==> src/include/spi_master_cfg.svh <==
`ifndef SPI_MASTER_CFG_SVH
`define SPI_MASTER_CFG_SVH

//////////////////////////////////////////////////
// Serial clock
//////////////////////////////////////////////////

// System clock cycles per SCK half period (at least 2)
`define SPI_DIV 4

//////////////////////////////////////////////////
// Frame layout
//////////////////////////////////////////////////

`define SPI_ADDR_W 7
`define SPI_DATA_W 24

// Read flag, address and data
`define SPI_FRAME_W (1 + `SPI_ADDR_W + `SPI_DATA_W)

`endif

==> src/design/spi_pkg.sv <==
`include "spi_master_cfg.svh"

package spi_pkg;

	//////////////////////////////////////////////////
	// Host side
	//////////////////////////////////////////////////

	// One register command where rw = 1 means read
	typedef struct packed {
		logic                   rw;
		logic [`SPI_ADDR_W-1:0] addr;
		logic [`SPI_DATA_W-1:0] wdata;
	} reg_cmd_t;

	//////////////////////////////////////////////////
	// Wire side
	//////////////////////////////////////////////////

	// Field view of a frame with the MSB first on the wire
	typedef struct packed {
		logic                   rd;
		logic [`SPI_ADDR_W-1:0] addr;
		logic [`SPI_DATA_W-1:0] data;
	} frame_fields_t;

	// Same word seen as shift bits or as fields
	typedef union packed {
		logic [`SPI_FRAME_W-1:0] raw;
		frame_fields_t           fld;
	} spi_frame_u;

endpackage

==> src/design/spi_clk_gen.sv <==
`include "spi_master_cfg.svh"

module spi_clk_gen (
	input  logic CLK50MHZ,
	input  logic RST,
	output logic sck_level,
	output logic sck_rise,
	output logic sck_fall
);

	localparam int CNT_W = $clog2(`SPI_DIV);
	localparam logic [CNT_W-1:0] CNT_MAX = CNT_W'(`SPI_DIV - 1);

	logic [CNT_W-1:0] cnt;

	//////////////////////////////////////////////////
	// Half period counter
	//////////////////////////////////////////////////

	// Strobes are registered together with the level, so each one
	// is high in exactly the cycle where the new level shows
	always_ff @(posedge CLK50MHZ) begin
		if (RST) begin
			cnt       <= '0;
			sck_level <= 1'b0;
			sck_rise  <= 1'b0;
			sck_fall  <= 1'b0;
		end else begin
			sck_rise <= 1'b0;
			sck_fall <= 1'b0;
			if (cnt == CNT_MAX) begin
				cnt       <= '0;
				sck_level <= ~sck_level;
				// Edge direction from the level being left
				sck_rise  <= ~sck_level;
				sck_fall  <= sck_level;
			end else begin
				cnt <= cnt + 1'b1;
			end
		end
	end

endmodule

==> src/design/spi_master_top.sv <==
`include "spi_master_cfg.svh"

module spi_master_top (
	input  logic                   CLK50MHZ,
	input  logic                   RST,
	input  spi_pkg::reg_cmd_t      cmd,
	input  logic                   cmd_valid,
	output logic                   busy,
	output logic [`SPI_DATA_W-1:0] rdata,
	output logic                   rdata_valid,
	output logic                   spi_sck,
	output logic                   spi_cs,
	output logic                   spi_mosi,
	input  logic                   spi_miso
);

	// Serial clock timing
	logic sck_level;
	logic sck_rise;
	logic sck_fall;

	// Access block to engine
	spi_pkg::spi_frame_u tx_frame;
	spi_pkg::spi_frame_u rx_frame;
	logic                start;
	logic                done;

	spi_clk_gen clk_gen_i (
		.CLK50MHZ  (CLK50MHZ),
		.RST       (RST),
		.sck_level (sck_level),
		.sck_rise  (sck_rise),
		.sck_fall  (sck_fall)
	);

	spi_shift_engine engine_i (
		.CLK50MHZ  (CLK50MHZ),
		.RST       (RST),
		.sck_level (sck_level),
		.sck_rise  (sck_rise),
		.sck_fall  (sck_fall),
		.start     (start),
		.tx_frame  (tx_frame),
		.rx_frame  (rx_frame),
		.done      (done),
		.spi_sck   (spi_sck),
		.spi_cs    (spi_cs),
		.spi_mosi  (spi_mosi),
		.spi_miso  (spi_miso)
	);

	spi_reg_access access_i (
		.CLK50MHZ    (CLK50MHZ),
		.RST         (RST),
		.cmd         (cmd),
		.cmd_valid   (cmd_valid),
		.busy        (busy),
		.rdata       (rdata),
		.rdata_valid (rdata_valid),
		.tx_frame    (tx_frame),
		.start       (start),
		.rx_frame    (rx_frame),
		.done        (done)
	);

endmodule

==> src/design/spi_reg_access.sv <==
`include "spi_master_cfg.svh"

module spi_reg_access (
	input  logic                   CLK50MHZ,
	input  logic                   RST,
	input  spi_pkg::reg_cmd_t      cmd,
	input  logic                   cmd_valid,
	output logic                   busy,
	output logic [`SPI_DATA_W-1:0] rdata,
	output logic                   rdata_valid,
	output spi_pkg::spi_frame_u    tx_frame,
	output logic                   start,
	input  spi_pkg::spi_frame_u    rx_frame,
	input  logic                   done
);

	spi_pkg::reg_cmd_t cmd_q;
	logic              is_read;
	logic              accept;

	// Commands arriving while busy are simply dropped
	assign accept = cmd_valid & ~busy;

	//////////////////////////////////////////////////
	// Command capture
	//////////////////////////////////////////////////

	always_ff @(posedge CLK50MHZ) begin
		if (accept)
			cmd_q <= cmd;
	end

	//////////////////////////////////////////////////
	// Frame encoding
	//////////////////////////////////////////////////

	// Reads send zeros in the unused data field
	always_comb begin
		tx_frame.fld.rd   = cmd_q.rw;
		tx_frame.fld.addr = cmd_q.addr;
		tx_frame.fld.data = cmd_q.rw ? '0 : cmd_q.wdata;
	end

	//////////////////////////////////////////////////
	// Transaction control
	//////////////////////////////////////////////////

	always_ff @(posedge CLK50MHZ) begin
		if (RST) begin
			busy        <= 1'b0;
			is_read     <= 1'b0;
			start       <= 1'b0;
			rdata_valid <= 1'b0;
		end else begin
			start       <= 1'b0;
			rdata_valid <= 1'b0;
			if (accept) begin
				busy    <= 1'b1;
				is_read <= cmd.rw;
				start   <= 1'b1;
			end else if (done) begin
				// busy and the read pulse end together
				busy        <= 1'b0;
				rdata_valid <= is_read;
			end
		end
	end

	// Read data from the returned frame
	always_ff @(posedge CLK50MHZ) begin
		if (done && is_read)
			rdata <= rx_frame.fld.data;
	end

	//////////////////////////////////////////////////
	// Checks
	//////////////////////////////////////////////////

	assert property (@(posedge CLK50MHZ) disable iff (RST)
		done |-> busy)
		else $error("done from the engine without an open transaction");

endmodule

==> src/design/spi_shift_engine.sv <==
`include "spi_master_cfg.svh"

module spi_shift_engine (
	input  logic                CLK50MHZ,
	input  logic                RST,
	input  logic                sck_level,
	input  logic                sck_rise,
	input  logic                sck_fall,
	input  logic                start,
	input  spi_pkg::spi_frame_u tx_frame,
	output spi_pkg::spi_frame_u rx_frame,
	output logic                done,
	output logic                spi_sck,
	output logic                spi_cs,
	output logic                spi_mosi,
	input  logic                spi_miso
);

	localparam int FRAME_W = `SPI_FRAME_W;
	localparam int BIT_W   = $clog2(FRAME_W + 1);
	localparam logic [BIT_W-1:0] LAST_BIT = BIT_W'(FRAME_W);

	typedef enum logic [1:0] {
		ST_WAIT,
		ST_SHIFT,
		ST_FINISH
	} state_t;

	state_t              state;
	spi_pkg::spi_frame_u tx_sr;
	logic [BIT_W-1:0]    bit_cnt;
	logic                sck_en;

	// Gated serial clock that only switches while the level is low
	assign spi_sck = sck_en & sck_level;

	//////////////////////////////////////////////////
	// Control path
	//////////////////////////////////////////////////

	always_ff @(posedge CLK50MHZ) begin
		if (RST) begin
			state    <= ST_WAIT;
			bit_cnt  <= '0;
			sck_en   <= 1'b0;
			spi_cs   <= 1'b1;
			spi_mosi <= 1'b0;
			done     <= 1'b0;
		end else begin
			done <= 1'b0;
			case (state)
				ST_WAIT: begin
					if (start) begin
						// First bit is on the line as soon as CS drops
						spi_cs   <= 1'b0;
						spi_mosi <= tx_frame.raw[FRAME_W-1];
						bit_cnt  <= '0;
						state    <= ST_SHIFT;
					end
				end
				ST_SHIFT: begin
					if (!sck_en) begin
						// Start on a falling edge so SCK begins low
						if (sck_fall)
							sck_en <= 1'b1;
					end else if (sck_rise) begin
						bit_cnt <= bit_cnt + 1'b1;
					end else if (sck_fall) begin
						if (bit_cnt == LAST_BIT) begin
							sck_en <= 1'b0;
							state  <= ST_FINISH;
						end else begin
							spi_mosi <= tx_sr.raw[FRAME_W-2];
						end
					end
				end
				ST_FINISH: begin
					spi_cs   <= 1'b1;
					spi_mosi <= 1'b0;
					done     <= 1'b1;
					state    <= ST_WAIT;
				end
				default: state <= ST_WAIT;
			endcase
		end
	end

	//////////////////////////////////////////////////
	// Shift registers
	//////////////////////////////////////////////////

	always_ff @(posedge CLK50MHZ) begin
		if (state == ST_WAIT && start)
			tx_sr <= tx_frame;
		else if (state == ST_SHIFT && sck_en && sck_fall && bit_cnt != LAST_BIT)
			tx_sr.raw <= {tx_sr.raw[FRAME_W-2:0], 1'b0};
	end

	// Held after done until the next frame starts sampling
	always_ff @(posedge CLK50MHZ) begin
		if (state == ST_SHIFT && sck_en && sck_rise)
			rx_frame.raw <= {rx_frame.raw[FRAME_W-2:0], spi_miso};
	end

	//////////////////////////////////////////////////
	// Checks
	//////////////////////////////////////////////////

	assert property (@(posedge CLK50MHZ) disable iff (RST)
		spi_cs |-> !spi_sck)
		else $error("SCK high while CS is deasserted");

	assert property (@(posedge CLK50MHZ) disable iff (RST)
		start |=> (!spi_cs until done))
		else $error("CS released before the frame completed");

	// Host side must wait for done before the next frame
	assert property (@(posedge CLK50MHZ) disable iff (RST)
		start |-> (state == ST_WAIT && !done))
		else $error("start while a frame is in progress");

endmodule

==> config.mk <==
export PLATFORM = sky130hd
export DESIGN_NAME = spi_master_top
export DESIGN_NICKNAME = d
export VERILOG_FILES = /design/src/design/spi_pkg.sv /design/src/design/spi_clk_gen.sv /design/src/design/spi_master_top.sv /design/src/design/spi_reg_access.sv /design/src/design/spi_shift_engine.sv
export VERILOG_INCLUDE_DIRS = /design/src /design/src/include
export SDC_FILE = /design/constraint.sdc
export NUM_CORES = 1
export LEC_CHECK = 0
export BUFFER_PORTS_ARGS = -buffer_cell sky130_fd_sc_hd__buf_4
export CAP_MARGIN = 20
export CORE_AREA = 5 5 100 102
export DETAILED_ROUTE_END_ITERATION = 12
export DIE_AREA = 0 0 105 107
export PLACE_DENSITY = 0.75
export SYNTH_ARGS = -nofsm -noshare
export SYNTH_HDL_FRONTEND = slang
export SYNTH_SLANG_ARGS = --single-unit
==> constraint.sdc <==
create_clock -name CLK50MHZ -period 4.16 [get_ports CLK50MHZ]
set_input_delay 0.416 -clock CLK50MHZ [delete_from_list [all_inputs] [get_ports CLK50MHZ]]
set_output_delay 0.416 -clock CLK50MHZ [all_outputs]
set_load 0.02 [all_outputs]
==> impl_metrics.env <==
export IMPL_status="finished clean"
export IMPL_worst_clock_skew_ns=0.008223
export IMPL_ys_types=38
export IMPL_rows=35
export IMPL_cpLargestDelayFamily="buffers and inverters"
export IMPL_netlist_area_sq_mm=0.004811
export IMPL_ys_seq_elements=132
export IMPL_clock_sinks=132
export IMPL_via_per_inst=4.970
export IMPL_fin_nets=426
export IMPL_required_ns=4.43
export IMPL_cp_slowest_stage_delay_ns=0.43
export IMPL_cts_tree="yes"
export IMPL_yosysTopAreaCellShare=0.6928
export IMPL_max_slew_margin_rel=0.3578
export IMPL_cts_root_buf="clkbuf_8"
export IMPL_htree_levels=4
export IMPL_setup_viol=0
export IMPL_synth_edf_count=111
export IMPL_grt_ovfl_total=0
export IMPL_ys_flop_type="edfxtp_1"
export IMPL_grt_pass1_wl_mm=11.85
export IMPL_cp_max_fo=47
export IMPL_fp_dieArea_sq_mm=0.01124
export IMPL_slew_viol_final=0
export IMPL_grt_max_degree=48
export IMPL_dr_pass1_iters=4
export IMPL_power_density_mw_per_mm2=517.3
export IMPL_layout_common_cells="111 x edfxtp_1, 66 x buf_4, 28 x nand2b_1"
export IMPL_leakage_uw=0.002188
export IMPL_yosysTopAreaCell="edfxtp_1"
export IMPL_peakVddDrop_mv=0.3349
export IMPL_totalWireLength_mm=7.168
export IMPL_cts_resized_gates=0
export IMPL_ys_warn_count=0
export IMPL_final_common_cell="edfxtp_1"
export IMPL_synth_avg_cell_area_sq_um=15.67
export IMPL_wl_per_cell_um=14.17
export IMPL_gr_usage_all_layers=0.1405
export IMPL_gp_congestion=0.7512
export IMPL_drc=0
export IMPL_clk_pin_slew_worst_paths_ns=0.06
export IMPL_finalCriticalPeriod_ns=2.127
export IMPL_ctsLongestPathBuffers=2
export IMPL_holdCritPathClass="in -> reg"
export IMPL_hold_violations=0
export IMPL_io_buffers=64
export IMPL_worst_hold_slack_ns=0.06813
export IMPL_fin_crit_sh=0.5112
export IMPL_cts_inserted_buffers=17
export IMPL_fmax_mhz=470.3
export IMPL_rsz0062_at_grt="false"
export IMPL_postRouteAntennaNets=0
export IMPL_yosysSeqAreaShare=0.7802
export IMPL_setup_tns_ns=0
export IMPL_diodes=0
export IMPL_grt_pass1_vias=2466
export IMPL_async_reset_ff_frac=0
export IMPL_holdPathStages=1
export IMPL_critPathArrivalTime_ns=2.40
export IMPL_finalWorstSetupSlack_ns=2.033
export IMPL_antenna_found_initial=0
export IMPL_die_y_um=107
export IMPL_boundaryPins=65
export IMPL_hpwlAfterDp_mm=4.642
export IMPL_ctsHoldBuffers=0
export IMPL_cap_violations=0
export IMPL_drive_gt1_frac=0.2861
export IMPL_post_cts_buffers=0
export IMPL_slowest_stage="buf_4"
export IMPL_synthTopCellsByArea="edfxtp_1 69%, dfxtp_1 8.7%, nand2b_1 3.6%"
export IMPL_multi_input_area_sq_mm=0.001003
export IMPL_worstPathCellList="inv_1 > ha_1 > nand2_1 > buf_4 > mux2_2"
export IMPL_reg2reg_slack_ns=2.03
export IMPL_worstSetupPathDepth=5
export IMPL_clk_latency_ns=0.52
export IMPL_syn_inst=307
export IMPL_r2r_cells=5
export IMPL_pre_cts_slack_ns=2.027
export IMPL_synthToLayoutAreaGrowth_pct=24.21
export IMPL_syn_nets=351
export IMPL_startpoint_type="register"
export IMPL_ff_latch_area_sq_mm=0.003754
export IMPL_dieWidth_um=105
export IMPL_end_kind="register"
export IMPL_start_util=0.5333
export IMPL_core_sq_mm=0.009021
export IMPL_vias=2515
export IMPL_worst_slew_pin_slew_ns=0.9613
export IMPL_drt_iter0_markers=81
export IMPL_critPathBufInv=2
export IMPL_num_fill_cells=626
export IMPL_crit_type="reg -> reg"
-- per-layer routing --
metal / track usage / vias up / wire [um]
li1: - / 1277 / -
met1: 0.1746 / 1163 / 3205
met2: 0.2100 / 65 / 3426
met3: 0.05960 / 10 / 398
met4: 0.07306 / 0 / 137
met5: 0 / - / 0
-- state kept, by name (all words and copies together) (netlist names), 2 cells and up --
name and count:
access_i.rdata 24, engine_i.tx_sr 31, clk_gen_i.cnt 2, engine_i.state 2
access_i.tx_frame 8, engine_i.bit_cnt 6, engine_i.rx_frame 24, access_i.cmd_q 24
-- report_power, final --
| group | switching, uW | leakage [uW] | internal (uW) | total [uW] |
|---|---|---|---|---|
| registers | 24.4 | 0.00119 | 1500 | 1520 |
| clock network | 594 | 0.000264 | 759 | 1350 |
| logic | 125 | 0.000730 | 93.5 | 218 |
-- per-stage QoR --
stage / utilization / power [uW] / instance area [sq um] / std cells
finish: 0.6624 / 3092 / 5976 / 506
global route: 0.6624 / 3228 / 5976 / 506
CTS: 0.6607 / 3125 / 5961 / 505
detailed placement: 0.5999 / 1769 / 5411 / 473
global placement: 0.5999 / 1761 / 5411 / 473
floorplan: - / 1699 / 4811 / 307
-- synthesized netlist by cell type, types with 2 or more instances --
master / n
nand2_1: 27
nand2b_1: 28
edfxtp_1: 111
clkbuf_1: 8
nor2_1: 9
o21bai_1: 2
mux2_2: 7
o21ai_0: 25
nand4_1: 2
mux2i_1: 2
ha_1: 8
inv_1: 4
a21oi_1: 8
nor3_1: 4
and2_1: 2
nor3b_1: 4
buf_2: 3
xnor2_1: 3
nand3_1: 5
dfxtp_1: 21
nor2b_1: 5
a211oi_1: 3
-- cell families after synthesis --
| family | synth area share |
|---|---|
| compound gates | 0.05254 |
| xor+xnor | 0.007284 |
| fa+ha+maj | 0.02081 |
| buf+inv | 0.01352 |
| flops | 0.7802 |
| mux | 0.02055 |
| simple gates | 0.1051 |
-- area by class of cell --
cell class | count | share of cell area
clock buffers | 17 | 0.06930
clock inverters | 15 | 0.02261
inverters | 5 | 0.003350
multi-input cells | 159 | 0.1679
flip-flops and latches | 132 | 0.6281
well taps | 111 | 0.02324
repair buffers | 67 | 0.08543
-- worst paths after layout --
kind,startpoint,end
worst max register to register,engine_i.state[0],engine_i.tx_sr[25]
worst min register to register,engine_i.rx_frame[23],access_i.rdata[23]
worst max-delay path,engine_i.state[0],engine_i.tx_sr[25]
worst min-delay path,cmd[24],access_i.tx_frame[24]
Power figures use the tool's default switching activity.
